## src/verilog/rv_decode_pkg.sv

```systemverilog
`default_nettype none

package rv_decode_pkg;

	// **************************************************
	// one opcode per instruction class
	// **************************************************
	localparam logic [6:0] OP_R_TYPE  = 7'b0110011;
	localparam logic [6:0] OP_I_ARITH = 7'b0010011;
	localparam logic [6:0] OP_I_LOAD  = 7'b0000011;
	localparam logic [6:0] OP_I_JALR  = 7'b1100111;
	localparam logic [6:0] OP_S_TYPE  = 7'b0100011;
	localparam logic [6:0] OP_B_TYPE  = 7'b1100011;
	localparam logic [6:0] OP_J_TYPE  = 7'b1101111;
	localparam logic [6:0] OP_U_LUI   = 7'b0110111;
	localparam logic [6:0] OP_U_AUIPC = 7'b0010111;
	localparam logic [6:0] OP_I_BREAK = 7'b1110011;

	localparam logic [4:0] ZERO_REG = 5'd0;

	// where an ALU operand comes from
	localparam logic [2:0] SEL_0   = 3'd0;
	localparam logic [2:0] SEL_RS  = 3'd1;
	localparam logic [2:0] SEL_F1  = 3'd2;
	localparam logic [2:0] SEL_F2  = 3'd3;
	localparam logic [2:0] SEL_PC  = 3'd4;
	localparam logic [2:0] SEL_IMM = 3'd5;
	localparam logic [2:0] SEL_4   = 3'd6;

	// execute operations with the M extension after the base set
	localparam logic [4:0] ALU_ADD    = 5'd0;
	localparam logic [4:0] ALU_SUB    = 5'd1;
	localparam logic [4:0] ALU_XOR    = 5'd2;
	localparam logic [4:0] ALU_OR     = 5'd3;
	localparam logic [4:0] ALU_AND    = 5'd4;
	localparam logic [4:0] ALU_SLL    = 5'd5;
	localparam logic [4:0] ALU_SRL    = 5'd6;
	localparam logic [4:0] ALU_SRA    = 5'd7;
	localparam logic [4:0] ALU_SLT    = 5'd8;
	localparam logic [4:0] ALU_SLTU   = 5'd9;
	localparam logic [4:0] ALU_MUL    = 5'd10;
	localparam logic [4:0] ALU_MULH   = 5'd11;
	localparam logic [4:0] ALU_MULHSU = 5'd12;
	localparam logic [4:0] ALU_MULHU  = 5'd13;

	localparam logic [1:0] BUS_NONE  = 2'd0;
	localparam logic [1:0] BUS_LOAD  = 2'd1;
	localparam logic [1:0] BUS_STORE = 2'd2;

	// **************************************************
	// instruction formats laid over the same word
	// **************************************************
	typedef struct packed {
		logic [6:0] funct7;
		logic [4:0] rs2;
		logic [4:0] rs1;
		logic [2:0] funct3;
		logic [4:0] rd;
		logic [6:0] opcode;
	} rv_r_fmt_t;

	typedef struct packed {
		logic [11:0] imm_11_0;
		logic [4:0]  rs1;
		logic [2:0]  funct3;
		logic [4:0]  rd;
		logic [6:0]  opcode;
	} rv_i_fmt_t;

	typedef struct packed {
		logic [6:0] imm_11_5;
		logic [4:0] rs2;
		logic [4:0] rs1;
		logic [2:0] funct3;
		logic [4:0] imm_4_0;
		logic [6:0] opcode;
	} rv_s_fmt_t;

	typedef struct packed {
		logic       imm_12;
		logic [5:0] imm_10_5;
		logic [4:0] rs2;
		logic [4:0] rs1;
		logic [2:0] funct3;
		logic [3:0] imm_4_1;
		logic       imm_11;
		logic [6:0] opcode;
	} rv_b_fmt_t;

	typedef struct packed {
		logic [19:0] imm_31_12;
		logic [4:0]  rd;
		logic [6:0]  opcode;
	} rv_u_fmt_t;

	typedef struct packed {
		logic       imm_20;
		logic [9:0] imm_10_1;
		logic       imm_11;
		logic [7:0] imm_19_12;
		logic [4:0] rd;
		logic [6:0] opcode;
	} rv_j_fmt_t;

	typedef union packed {
		rv_r_fmt_t r;
		rv_i_fmt_t i;
		rv_s_fmt_t s;
		rv_b_fmt_t b;
		rv_u_fmt_t u;
		rv_j_fmt_t j;
	} rv_inst_t;

endpackage

`default_nettype wire
```

## src/verilog/alu_func_dec.sv

```systemverilog
`timescale 1ns/1ns
`default_nettype none

module alu_func_dec (
	input	rv_decode_pkg::rv_inst_t	inst,
	output	logic	[4:0]				alu_func,
	output	logic						func_ok
);

	import rv_decode_pkg::*;

	always_comb begin
		alu_func = ALU_ADD;
		func_ok = 1'b1;

		if (inst.r.opcode == OP_R_TYPE) begin
			// keyed on {funct7, funct3}
			case ({inst.r.funct7, inst.r.funct3})
				10'b0000000_000:	alu_func = ALU_ADD;
				10'b0100000_000:	alu_func = ALU_SUB;
				10'b0000000_001:	alu_func = ALU_SLL;
				10'b0000000_010:	alu_func = ALU_SLT;
				10'b0000000_011:	alu_func = ALU_SLTU;
				10'b0000000_100:	alu_func = ALU_XOR;
				10'b0000000_101:	alu_func = ALU_SRL;
				10'b0100000_101:	alu_func = ALU_SRA;
				10'b0000000_110:	alu_func = ALU_OR;
				10'b0000000_111:	alu_func = ALU_AND;
				10'b0000001_000:	alu_func = ALU_MUL;
				10'b0000001_001:	alu_func = ALU_MULH;
				10'b0000001_010:	alu_func = ALU_MULHSU;
				10'b0000001_011:	alu_func = ALU_MULHU;
				default:			func_ok = 1'b0;
			endcase
		end

		if (inst.r.opcode == OP_I_ARITH) begin
			case (inst.i.funct3)
				3'b000:	alu_func = ALU_ADD;
				3'b001:	alu_func = ALU_SLL;
				3'b010:	alu_func = ALU_SLT;
				3'b011:	alu_func = ALU_SLTU;
				3'b100:	alu_func = ALU_XOR;
				// instruction bit 30 splits the right shifts
				3'b101:	alu_func = inst.r.funct7[5] ? ALU_SRA : ALU_SRL;
				3'b110:	alu_func = ALU_OR;
				3'b111:	alu_func = ALU_AND;
			endcase
		end
	end

endmodule

`default_nettype wire

```

## src/verilog/decode_top.sv

```systemverilog
`timescale 1ns/1ns
`default_nettype none

module decode_top (
	input	logic			clk,
	input	logic			reset,

	input	logic	[31:0]	fetch_pc,
	input	logic	[31:0]	fetch_inst,
	input	logic			fetch_vld,

	output	logic			issue_vld,
	output	logic	[31:0]	issue_pc,
	output	logic	[31:0]	issue_imm,
	output	logic	[4:0]	issue_rs1,
	output	logic	[4:0]	issue_rs2,
	output	logic	[4:0]	issue_rd,
	output	logic	[2:0]	issue_opa_sel,
	output	logic	[2:0]	issue_opb_sel,
	output	logic	[4:0]	issue_alu_func,
	output	logic	[1:0]	issue_mem_cmd
);

	logic	[31:0]	dec_pc;
	logic	[31:0]	dec_imm;
	logic	[4:0]	dec_rs1;
	logic	[4:0]	dec_rs2;
	logic	[4:0]	dec_rd;
	logic	[2:0]	dec_opa_sel;
	logic	[2:0]	dec_opb_sel;
	logic	[4:0]	dec_alu_func;
	logic	[1:0]	dec_mem_cmd;
	logic			dec_vld;
	// destination history fed back for forwarding
	logic	[4:0]	ex_rd;
	logic	[4:0]	mem_rd;

	id_stage id_stage_inst (
		.fetch_pc		(fetch_pc),
		.fetch_inst		(fetch_inst),
		.fetch_vld		(fetch_vld),
		.ex_rd			(ex_rd),
		.mem_rd			(mem_rd),
		.dec_pc			(dec_pc),
		.dec_imm		(dec_imm),
		.dec_rs1		(dec_rs1),
		.dec_rs2		(dec_rs2),
		.dec_rd			(dec_rd),
		.dec_opa_sel	(dec_opa_sel),
		.dec_opb_sel	(dec_opb_sel),
		.dec_alu_func	(dec_alu_func),
		.dec_mem_cmd	(dec_mem_cmd),
		.dec_vld		(dec_vld)
	);

	issue_reg issue_reg_inst (
		.clk			(clk),
		.reset			(reset),
		.dec_pc			(dec_pc),
		.dec_imm		(dec_imm),
		.dec_rs1		(dec_rs1),
		.dec_rs2		(dec_rs2),
		.dec_rd			(dec_rd),
		.dec_opa_sel	(dec_opa_sel),
		.dec_opb_sel	(dec_opb_sel),
		.dec_alu_func	(dec_alu_func),
		.dec_mem_cmd	(dec_mem_cmd),
		.dec_vld		(dec_vld),
		.issue_pc		(issue_pc),
		.issue_imm		(issue_imm),
		.issue_rs1		(issue_rs1),
		.issue_rs2		(issue_rs2),
		.issue_rd		(issue_rd),
		.issue_opa_sel	(issue_opa_sel),
		.issue_opb_sel	(issue_opb_sel),
		.issue_alu_func	(issue_alu_func),
		.issue_mem_cmd	(issue_mem_cmd),
		.issue_vld		(issue_vld),
		.ex_rd			(ex_rd),
		.mem_rd			(mem_rd)
	);

endmodule

`default_nettype wire

```

## src/verilog/id_stage.sv

```systemverilog
`timescale 1ns/1ns
`default_nettype none

module id_stage (
	input	logic	[31:0]	fetch_pc,
	input	logic	[31:0]	fetch_inst,
	input	logic			fetch_vld,
	input	logic	[4:0]	ex_rd,
	input	logic	[4:0]	mem_rd,

	output	logic	[31:0]	dec_pc,
	output	logic	[31:0]	dec_imm,
	output	logic	[4:0]	dec_rs1,
	output	logic	[4:0]	dec_rs2,
	output	logic	[4:0]	dec_rd,
	output	logic	[2:0]	dec_opa_sel,
	output	logic	[2:0]	dec_opb_sel,
	output	logic	[4:0]	dec_alu_func,
	output	logic	[1:0]	dec_mem_cmd,
	output	logic			dec_vld
);

	import rv_decode_pkg::*;

	rv_inst_t		inst;
	logic	[6:0]	opcode;
	logic			func_ok;
	logic			op_known;

	// the nearer instruction wins when both history entries match
	function automatic logic [2:0] fwd_sel(input logic [4:0] src, input logic [4:0] rd1,
		input logic [4:0] rd2);
		if (src == ZERO_REG)
			return SEL_0;
		else if (src == rd1)
			return SEL_F1;
		else if (src == rd2)
			return SEL_F2;
		else
			return SEL_RS;
	endfunction

	assign inst = fetch_inst;
	assign opcode = inst.r.opcode;

	assign dec_pc = fetch_pc;
	assign dec_rs1 = inst.r.rs1;
	assign dec_rs2 = inst.r.rs2;

	imm_gen imm_gen_inst (
		.inst	(inst),
		.imm	(dec_imm)
	);

	alu_func_dec alu_func_dec_inst (
		.inst		(inst),
		.alu_func	(dec_alu_func),
		.func_ok	(func_ok)
	);

	// **************************************************
	// operand selects
	// **************************************************
	always_comb begin
		case (opcode)
			OP_R_TYPE, OP_I_ARITH, OP_I_LOAD, OP_S_TYPE:
				dec_opa_sel = fwd_sel(dec_rs1, ex_rd, mem_rd);
			OP_I_JALR, OP_B_TYPE, OP_J_TYPE, OP_U_AUIPC:
				dec_opa_sel = SEL_PC;
			default:
				dec_opa_sel = SEL_0;
		endcase

		case (opcode)
			OP_R_TYPE:
				dec_opb_sel = fwd_sel(dec_rs2, ex_rd, mem_rd);
			OP_I_ARITH, OP_I_LOAD, OP_S_TYPE, OP_B_TYPE, OP_U_LUI, OP_U_AUIPC:
				dec_opb_sel = SEL_IMM;
			// jumps add four to the pc for the link value
			default:
				dec_opb_sel = SEL_4;
		endcase
	end

	// **************************************************
	// command, destination and validity
	// **************************************************
	always_comb begin
		case (opcode)
			OP_I_LOAD:	dec_mem_cmd = BUS_LOAD;
			OP_S_TYPE:	dec_mem_cmd = BUS_STORE;
			default:	dec_mem_cmd = BUS_NONE;
		endcase

		case (opcode)
			OP_S_TYPE, OP_B_TYPE, OP_I_BREAK:	dec_rd = ZERO_REG;
			default:							dec_rd = inst.r.rd;
		endcase

		case (opcode)
			OP_R_TYPE, OP_I_ARITH, OP_I_LOAD, OP_I_JALR, OP_S_TYPE,
			OP_B_TYPE, OP_J_TYPE, OP_U_LUI, OP_U_AUIPC, OP_I_BREAK:
				op_known = 1'b1;
			default:
				op_known = 1'b0;
		endcase
	end

	assign dec_vld = fetch_vld & op_known & func_ok;

endmodule

`default_nettype wire

```

## src/verilog/imm_gen.sv

```systemverilog
`timescale 1ns/1ns
`default_nettype none

module imm_gen (
	input	rv_decode_pkg::rv_inst_t	inst,
	output	logic	[31:0]				imm
);

	import rv_decode_pkg::*;

	logic [31:0] imm_i;
	logic [31:0] imm_s;
	logic [31:0] imm_b;
	logic [31:0] imm_j;
	logic [31:0] imm_u;

	// every signed format takes its sign from instruction bit 31
	assign imm_i = {{20{inst.i.imm_11_0[11]}}, inst.i.imm_11_0};
	assign imm_s = {{20{inst.s.imm_11_5[6]}}, inst.s.imm_11_5, inst.s.imm_4_0};
	assign imm_b = {{20{inst.b.imm_12}}, inst.b.imm_11, inst.b.imm_10_5,
		inst.b.imm_4_1, 1'b0};
	assign imm_j = {{12{inst.j.imm_20}}, inst.j.imm_19_12, inst.j.imm_11,
		inst.j.imm_10_1, 1'b0};
	assign imm_u = {inst.u.imm_31_12, 12'b0};

	always_comb begin
		case (inst.r.opcode)
			OP_S_TYPE:				imm = imm_s;
			OP_B_TYPE:				imm = imm_b;
			OP_J_TYPE:				imm = imm_j;
			OP_U_LUI, OP_U_AUIPC:	imm = imm_u;
			default:				imm = imm_i;
		endcase
	end

endmodule

`default_nettype wire

```

## src/verilog/issue_reg.sv

```systemverilog
`timescale 1ns/1ns
`default_nettype none

module issue_reg (
	input	logic			clk,
	input	logic			reset,

	input	logic	[31:0]	dec_pc,
	input	logic	[31:0]	dec_imm,
	input	logic	[4:0]	dec_rs1,
	input	logic	[4:0]	dec_rs2,
	input	logic	[4:0]	dec_rd,
	input	logic	[2:0]	dec_opa_sel,
	input	logic	[2:0]	dec_opb_sel,
	input	logic	[4:0]	dec_alu_func,
	input	logic	[1:0]	dec_mem_cmd,
	input	logic			dec_vld,

	output	logic	[31:0]	issue_pc,
	output	logic	[31:0]	issue_imm,
	output	logic	[4:0]	issue_rs1,
	output	logic	[4:0]	issue_rs2,
	output	logic	[4:0]	issue_rd,
	output	logic	[2:0]	issue_opa_sel,
	output	logic	[2:0]	issue_opb_sel,
	output	logic	[4:0]	issue_alu_func,
	output	logic	[1:0]	issue_mem_cmd,
	output	logic			issue_vld,
	output	logic	[4:0]	ex_rd,
	output	logic	[4:0]	mem_rd
);

	import rv_decode_pkg::*;

	always_ff @(posedge clk) begin
		issue_pc <= dec_pc;
		issue_imm <= dec_imm;
		issue_rs1 <= dec_rs1;
		issue_rs2 <= dec_rs2;
		issue_rd <= dec_rd;
		issue_opa_sel <= dec_opa_sel;
		issue_opb_sel <= dec_opb_sel;
		issue_alu_func <= dec_alu_func;
		issue_mem_cmd <= dec_mem_cmd;
	end

	// an invalid slot enters the history as x0 so it never forwards
	always_ff @(posedge clk) begin
		if (reset) begin
			issue_vld <= 1'b0;
			ex_rd <= ZERO_REG;
			mem_rd <= ZERO_REG;
		end else begin
			issue_vld <= dec_vld;
			ex_rd <= dec_vld ? dec_rd : ZERO_REG;
			mem_rd <= ex_rd;
		end
	end

endmodule

`default_nettype wire

```

## config.mk

```make
export PLATFORM = sky130hd
export DESIGN_NAME = decode_top
export DESIGN_NICKNAME = d
export VERILOG_FILES = /design/src/verilog/rv_decode_pkg.sv /design/src/verilog/alu_func_dec.sv /design/src/verilog/decode_top.sv /design/src/verilog/id_stage.sv /design/src/verilog/imm_gen.sv /design/src/verilog/issue_reg.sv
export SDC_FILE = /design/constraint.sdc
export NUM_CORES = 1
export LEC_CHECK = 0
export ABC_AREA = 1
export BUFFER_PORTS_ARGS = -buffer_cell sky130_fd_sc_hd__buf_4
export CAP_MARGIN = 5
export CORE_MARGIN = 5
export CORE_UTILIZATION = 45
export DETAILED_ROUTE_END_ITERATION = 8
export GPL_TIMING_DRIVEN = 1
export PLACE_DENSITY = 0.79
export SETUP_SLACK_MARGIN = 0.2
export SYNTH_ARGS = -nofsm -noshare
export SYNTH_HDL_FRONTEND = slang
export SYNTH_SLANG_ARGS = --single-unit
export TNS_END_PERCENT = 10
```

## constraint.sdc

```tcl
create_clock -name clk -period 1.2 [get_ports clk]
set_input_delay 0.12 -clock clk [delete_from_list [all_inputs] [get_ports clk]]
set_output_delay 0.12 -clock clk [all_outputs]
set_load 0.05 [all_outputs]
```

Word level (Yosys, flattened, before mapping) --
Cells that the tools add are included.
Storage, ports and cells: register bits after elaboration 103, latch bits 0, RAM bits 0, ROM bits 0, bits of input ports 67, output and inout port bits 93, memories kept 0
Cells by class: add/sub/neg operators 0, $mul 0, div/mod/pow operators 0, order comparisons 0, equality and inequality tests 34, shift operators 0, multiplexer cells 19, bitwise operators 3, reductions and logical operators 12
Operators by type and width (count):
- $pmux W31 S4 | 1
- $pmux W4 S13 | 1
- $eq A10 B3 Y1 const B | 4
- $eq A10 B4 Y1 const B | 4
- $pmux W5 S8 | 1
- $eq A7 B7 Y1 const B | 4
- $eq A7 B6 Y1 const B | 3
- $eq A10 B2 Y1 const B | 2
- $eq A10 B9 Y1 const B | 2
- $eq A5 B5 Y1 | 4
- $eq A7 B5 Y1 const B | 2
- $reduce_or A14 Y1 | 1
- $eq A3 B3 Y1 const B | 4
- $mux W3 | 4
- $pmux W3 S2 | 2
- $eq A10 B1 Y1 const B | 1
- $logic_not A10 Y1 | 1
- $logic_not A5 Y1 | 2
- $mux W5 | 2
- $reduce_or A10 Y1 | 1
- $reduce_or A4 Y1 | 2
- $eq A7 B2 Y1 const B | 1
- $eq A3 B2 Y1 const B | 2
- $reduce_or A6 Y1 | 1
- 10 further kinds | 16

Depth between registers and ports, before layout --
Gate-level depths: netlist (run 1).
depth after elaboration 7, depth in mapped cells 11, depth with buffers taken out 11

By module --
Synthesis (run 1) repeated with hierarchy kept, for this count alone.
Unflattened totals: cell total of the unflattened synthesis 472, area total of the unflattened synthesis 4011.3 um^2
By module, submodules not included:
- issue_reg | times used 1, cells each 126, area an instance 2150.8 um^2, seq. area each 2062.0 um^2
- id_stage | times used 1, cells each 164, area an instance 909.6 um^2, seq. area each 0.0 um^2
- imm_gen | times used 1, cells each 104, area an instance 579.3 um^2, seq. area each 0.0 um^2
- alu_func_dec | times used 1, cells each 78, area an instance 371.6 um^2, seq. area each 0.0 um^2

Worst setup path before layout (run 1) --
OpenSTA, ideal clock, no wires.
path type input -> register, start input fetch_inst[1], end register issue_reg_inst.ex_rd[0], arrival time 997 ps, required time 1087 ps, setup slack 89 ps, stages 9, buffers on the path 0, cell sequence nand2_2 -> nor3_4 -> inv_4 -> nor2_8 -> nand2_2 -> nor2_1 -> nand2_1 -> nand2_2 -> nor2_1
Between the ends: longest elaborated chain between the ends 7, elaborated cells between the ends (all ways) 19, classes of those cells eq/ne: 10; mux: 3; bitwise: 3; reduce/logical: 3
Ends and longest elaborated chain:
- from (decl) | line decode_top.sv:9 | input logic [31:0] fetch_inst,
- $eq A7 B6 Y1 (tied with other cells) | line alu_func_dec.sv:16, id_stage.sv:100
- $reduce_or A10 Y1 | line id_stage.sv:100 | case (opcode)
- $mux W1 | line id_stage.sv:100
- $and A1 B1 Y1 (2 in a row) | line id_stage.sv:109 | assign dec_vld = fetch_vld & op_known & func_ok;
- $not A1 Y1 (no source line)
- $reduce_or A2 Y1 (no source line)
- to (signal assigned) | line issue_reg.sv:55 | ex_rd <= dec_vld ? dec_rd : ZERO_REG;
- to (decl) | line issue_reg.sv:29 | output logic [4:0] ex_rd,
Several ways; a longest one is shown, not always the timed one. A chain may end at the register's enable or synchronous reset.

Worst setup path in the final report (run 1) --
start register issue_reg_inst.ex_rd[2], end register issue_reg_inst.issue_opa_sel[0]
Between the ends: longest elaborated chain between the ends 4
Ends and longest elaborated chain:
- $eq A5 B5 Y1 | line id_stage.sv:35 | else if (src == rd1)
- $mux W3 | line id_stage.sv:35
- $mux W3 | line id_stage.sv:33 | if (src == ZERO_REG)
- $pmux W3 S2 | line id_stage.sv:65 | case (opcode)
- named net dec_opa_sel[0] | line decode_top.sv:29 | logic [2:0] dec_opa_sel;
- to (signal assigned) | line issue_reg.sv:41 | issue_opa_sel <= dec_opa_sel;
- to (decl) | line issue_reg.sv:24 | output logic [2:0] issue_opa_sel,
The timed path passes the listed nets, and every way through them passes these cells.

==> results of run 1 <==
==> placed cells by master, fill, tap and decap left out, drive strengths merged, types with 11 or more instances in the layout <==
cell type    instances
buf                193
dfxtp              102
inv                 56
nand2               56
nor2                54
dlygate4sd3         45
o21ai               22
nand3               21
a21oi               11
==> layout make-up <==
type                    count  area (µm²)
clock buffers               9         124
clock inverters             7        67.6
fillers                   408        1570
inverters                  53         211
multi-input cells         208        1150
flip-flops and latches    102        2060
well taps                  99         124
repair buffers            238        1960
==> per-layer routing <==
metal	vias to the layer above	share of wire (%)	global-route usage, %
met5	-	0	0
met4	0	4.8	12.4
met3	60	10	6.25
met2	252	48	45.3
met1	1683	38	27.2
li1	1645	-	-
==> power by group <==
part	total (mW)	switching [mW]	leakage [nW]	internal (mW)
logic	1.55	0.980	1.89	0.571
registers	3.61	0.0664	0.856	3.54
clock network	2.13	1.32	0.0924	0.806
total	7.29	2.37	2.83	4.92
==> state kept, by name, summed over array words and instances (netlist names) <==
register                       count
issue_reg_inst.issue_imm          32
issue_reg_inst.issue_pc           32
issue_reg_inst.ex_rd               5
issue_reg_inst.issue_rd            5
issue_reg_inst.issue_rs1           5
issue_reg_inst.issue_rs2           5
issue_reg_inst.mem_rd              5
issue_reg_inst.issue_alu_func      4
issue_reg_inst.issue_opa_sel       3
issue_reg_inst.issue_opb_sel       3
issue_reg_inst.issue_mem_cmd       2
issue_reg_inst.issue_vld           1
==> through the flow <==
step | TNS, ns | utilization (%) | setup WS (ns) | cell area [µm²] | total power [mW]
2_1_floorplan | 0 | - | 0.0893 | 3330 | 4.42
3_3_place_gp | -0.513 | 66.7 | -0.0788 | 4840 | 4.96
3_5_place_dp | -1.52 | 66.7 | -0.150 | 4840 | 4.98
4_1_cts | 0 | 76.1 | 0.180 | 5520 | 7.12
5_1_grt | 0 | 78.4 | 0.0266 | 5690 | 7.53
6_report | 0 | 78.4 | 0.0264 | 5690 | 7.29
==> worst max-delay path: stages (launching register included) <==
cell	delay [ns]
dfxtp_4	0.38
xor2_2	0.16
nor3_2	0.30
buf_4	0.17
a31oi_1	0.07
==> path summary, 6_finish.rpt <==
check,to,slack [ns]
worst max-delay path,issue_reg_inst.issue_opa_sel[0],0.03
worst min-delay path,issue_reg_inst.issue_imm[31],0.01
worst max register to register,issue_reg_inst.issue_opa_sel[0],0.03
worst min register to register,issue_reg_inst.mem_rd[1],0.48
==> logic make-up (layout without fill, tap and decap cells) <==
| kind of cell | count (synthesis) | after routing | share of synthesized area (%) |
|---|---|---|---|
| AOI/OAI and AO/OA | 45 | 45 | 7.47 |
| xor gates and xnor gates | 13 | 13 | 3.41 |
| buffers and inverters | 57 | 307 | 6.75 |
| DFF | 102 | 102 | 61.2 |
| other | 1 | 1 | 0.112 |
| and+or+nand+nor | 148 | 149 | 21.0 |
==> repair_timing <==
item	4_1_cts	5_1_grt
hold buffers	44	1
gates resized for setup	13	42
endpoints found under the hold margin	48	1
setup endpoints to repair	47	111
cloned	0	1
pin swaps	3	16
setup buffers	2	6
==> impl_metrics.csv, run 1 <==
group,metric,value,unit
logic_synthesis,synth_area,3330,µm²
logic_synthesis,synth.distinct_cells,32,
floorplan,dieArea,9230,µm²
sta,slew_violations,0,
worst_setup_path,crit_arrival,1.43,ns
logic_synthesis,synthCells,366,
global_routing,track_usage,25.2,%
worst_setup_path,start_kind,"register",
clocking,h-tree-depth,3,
min_path,min_from,"fetch_inst[31]",
logic_synthesis,yosys.area.top_type,"dfxtp_1",
route,firstDrtPassIters,5,
clocking,root_buffer,"clkbuf_8",
route,viasPerCell,5.08,
placement,port_buffers,158,
route,wl,13700,µm
logic_synthesis,synth_async_sr_flop_share,0,%
worst_setup_path,path_max_fanout,3,
global_routing,antenna_found_initial,0,
cells_and_area,drive_above_1_share,43.3,%
global_routing,grt_pass1_vias,3465,
logic_synthesis,syn-mean-instance-area,9.11,µm²
global_routing,grt_overflow,0,
cells_and_area,final_cells,716,
global_routing,grt_pass1_wl,17500,µm
worst_setup_path,reg2reg_depth,4,
power_and_ir_drop,cellPowerDensity,1280,nW/µm²
route,avgRoutedWirePerCell,19.1,µm
sta,hold_violations,0,
flow_run,drv_cap,0,
cells_and_area,nets,679,
sta,fmax,852,MHz
sta,setup_viol,0,
worst_setup_path,crit_type,"register to register",
logic_synthesis,synth_warnings,0,
floorplan,die_width,96.1,µm
clocking,numClockSinks,102,
global_routing,grt_start_max_net_pins,20,
route,drt-initial-drc-count,372,
route,drtAntennaViolNets,0,
logic_synthesis,synthFlopType,"dfxtp_1",
clocking,cts_tree,"built",
sta,fin_worst_skew,0.0176,ns
logic_synthesis,syn-num-nets,433,
floorplan,ios,160,
worst_setup_path,critPathCaptureType,"register",
logic_synthesis,synth_seq_cells,102,
clocking,cts_made_buffers,9,
outcome,status,"finished clean",
route,vias,3640,
worst_setup_path,crit_required,1.45,ns
logic_synthesis,synth-seq-area-share,61.2,%
sta,hold_ws,0.0146,ns
worst_setup_path,crit_path_start,"issue_reg_inst.ex_rd[2]",
sta,min_period,1.17,ns
floorplan,core_area,7250,µm²
cells_and_area,num_antenna_cells,0,
cells_and_area,syn_to_final_growth,70.5,%
floorplan,initial_core_util,46.0,%
floorplan,die_h,96.1,µm
clocking,cts.clk_slew.worst_paths,0.12,ns
power_and_ir_drop,vdd_drop_max,0.000889,V
sta,rsz0062_at_grt,"true",
logic_synthesis,synth_common_cells,"dfxtp_1 (102), inv_1 (50), nor2_1 (49)",
placement,dpl.hpwl,7790,µm
worst_setup_path,r2r-start,"issue_reg_inst.ex_rd[2]",
floorplan,fp-row-count,31,
logic_synthesis,yosysMostFrequentCell,"dfxtp_1",
power_and_ir_drop,power.leakage,2.83,nW
logic_synthesis,synth-edff-count,0,
placement,dp_cells,646,
min_path,holdPathStages,2,
min_path,min_path_type,"input port to register",
placement,finalWeightedCongestion,0.823,
route,drc,0,
sta,finalCritPeriodShare,97.8,%
logic_synthesis,yosys-top-cells-area,"dfxtp_1 (61%), inv_1 (5.6%), nor2_1 (5.5%)",
logic_synthesis,synth_top_area_share,61.2,%
clocking,clk_latency,0.37,ns
clocking,clk_path_buf_depth,2,
(Power assumes the default switching activity.)
==> run 2: changes to the inputs <==
--- a/config.mk
+++ b/config.mk
@@ -8,6 +8,7 @@
 export ABC_AREA = 1
 export BUFFER_PORTS_ARGS = -buffer_cell sky130_fd_sc_hd__buf_4
 export CAP_MARGIN = 5
+export CORE_ASPECT_RATIO = 1.2
 export CORE_MARGIN = 5
 export CORE_UTILIZATION = 45
 export DETAILED_ROUTE_END_ITERATION = 8
==> impl_metrics.csv, run 2 (synthesis results as in run 1) <==
group,metric,value,unit
route,drc,0,
worst_setup_path,start_kind,"register",
sta,slew_violations,0,
sta,fmax,850,MHz
global_routing,grt_pass1_wl,18700,µm
route,viasPerCell,4.91,
worst_setup_path,crit_chain,"xor2_2 -> nor3_4 -> nand3_2 -> a21oi_2",
cells_and_area,nets,685,
global_routing,antenna_found_initial,0,
floorplan,die_h,104,µm
clocking,cts_made_buffers,9,
placement,dp_cells,642,
sta,setup_viol,0,
cells_and_area,drive_above_1_share,43.3,%
cells_and_area,final_common_cell,"buf_4",
global_routing,grt_pass1_vias,3599,
worst_setup_path,path_max_fanout,3,
clocking,clk_latency,0.37,ns
sta,hold_violations,0,
worst_setup_path,crit_required,1.50,ns
clocking,cts.clk_slew.worst_paths,0.11,ns
sta,finalCritPeriodShare,98.1,%
route,avgRoutedWirePerCell,17.8,µm
floorplan,fp-row-count,34,
sta,min_period,1.18,ns
worst_setup_path,crit_buf_inv,0,
route,route.met3.wl,1100,µm
route,wl_met1,4600,µm
cells_and_area,syn_to_final_growth,72.3,%
clocking,root_buffer,"clkbuf_8",
worst_setup_path,critPathMaxStageDelay,0.37,ns
floorplan,die_width,88.6,µm
route,dr_wl_met2,6620,µm
clocking,h-tree-depth,3,
floorplan,core_area,7230,µm²
cells_and_area,final_cell_mix,"buf_4 (188), dfxtp_1 (92), dlygate4sd3_1 (46)",
placement,finalWeightedCongestion,0.896,
floorplan,dieArea,9240,µm²
route,drt-initial-drc-count,191,
min_path,min_path_type,"input port to register",
clocking,clk_path_buf_depth,2,
cells_and_area,largestRegisters,"issue_reg_inst.issue_imm (32), issue_reg_inst.issue_pc (32)",
route,drtAntennaViolNets,0,
worst_setup_path,crit_type,"register to register",
sta,fin_worst_skew,0.0176,ns
worst_setup_path,crit_arrival,1.48,ns
power_and_ir_drop,vdd_drop_max,0.00102,V
route,top_layer_used,"met4",
outcome,status,"finished clean",
global_routing,grt_overflow,0,
cells_and_area,num_antenna_cells,0,
floorplan,ios,160,
sta,rsz0062_at_grt,"true",
clocking,numClockSinks,102,
route,vias,3502,
worst_setup_path,critPathCaptureType,"register",
floorplan,initial_core_util,46.1,%
placement,dpl.hpwl,7880,µm
worst_setup_path,cp_slowest_cell,"dfxtp_4",
flow_run,drv_cap,0,
placement,place_area,4850,µm²
clocking,cts_tree,"built",
global_routing,track_usage,26.4,%
power_and_ir_drop,cellPowerDensity,1250,nW/µm²
route,firstDrtPassIters,4,
cells_and_area,fin_area,5740,µm²
placement,port_buffers,158,
power_and_ir_drop,power.leakage,2.88,nW
global_routing,grt_start_max_net_pins,19,
worst_setup_path,crit_family,"simple AND/OR/NAND/NOR gates",
route,wl,12700,µm
cells_and_area,final_cells,713,
## run 2: changes by cell type in the layout (fill, tap and decap cells not counted), sizes merged
cell and change:
buf +5, clkinv +1, clkinvlp -1, dlygate4sd3 +1
## run 2: tightest hold or removal path: stages
cell and delay [ns]:
buf_4 0.10, inv_4 0.04, nor2_1 0.08
## run 2: cell type report
type	instances	area (µm²)
clock buffers	9	124
clock inverters	7	55.1
fillers	450	1490
inverters	53	209
multi-input cells	208	1190
flip-flops and latches	102	2060
well taps	90	113
repair buffers	244	1990
## run 2: per-layer routing
| metal | GRT usage, % | up-vias |
|---|---|---|
| met2 | 45.9 | 177 |
| li1 | - | 1660 |
| met4 | 9.61 | 0 |
| met1 | 30.4 | 1628 |
| met3 | 7.13 | 37 |
| met5 | 0 | - |
## run 2: metrics by stage
stage / setup slack (ns) / utilization (%) / total power [mW] / setup TNS, ns / hold slack [ns]
final: 0.0229 / 79.4 / 7.16 / 0 / 0.0152
after detailed placement: -0.206 / 67.1 / 4.99 / -2.62 / 0.226
after floorplan: 0.0893 / - / 4.42 / 0 / 0.148
after global routing: -0.0108 / 79.4 / 7.43 / -0.0108 / 0.0115
after CTS: 0.169 / 76.7 / 7.06 / 0 / 0.00521
after global placement: -0.136 / 67.1 / 4.97 / -1.31 / 0.225
## run 2: where the power goes
part	total (mW)	internal [mW]	switching, mW
clock	2.01	0.781	1.23
combinational	1.55	0.575	0.972
sequential	3.60	3.54	0.0606
total	7.16	4.90	2.26
## run 2: worst paths after layout
check / start / to / slack (ns) / cells past startpoint
max: issue_reg_inst.ex_rd[2] / issue_reg_inst.issue_opa_sel[1] / 0.02 / 4
min: fetch_inst[29] / issue_reg_inst.issue_imm[9] / 0.02 / 3
max reg2reg: issue_reg_inst.ex_rd[2] / issue_reg_inst.issue_opa_sel[1] / 0.02 / 4
min reg2reg: issue_reg_inst.ex_rd[3] / issue_reg_inst.mem_rd[3] / 0.45 / 2
## run 2: repair_timing
item / 4_1_cts / 5_1_grt
buffers inserted: 3 / 5
pin swaps: 6 / 23
endpoints found under the setup margin: 72 / 105
hold buffers: 45 / 1
cloned: 1 / 0
gates resized for setup: 15 / 44
endpoints found under the hold margin: 49 / 1
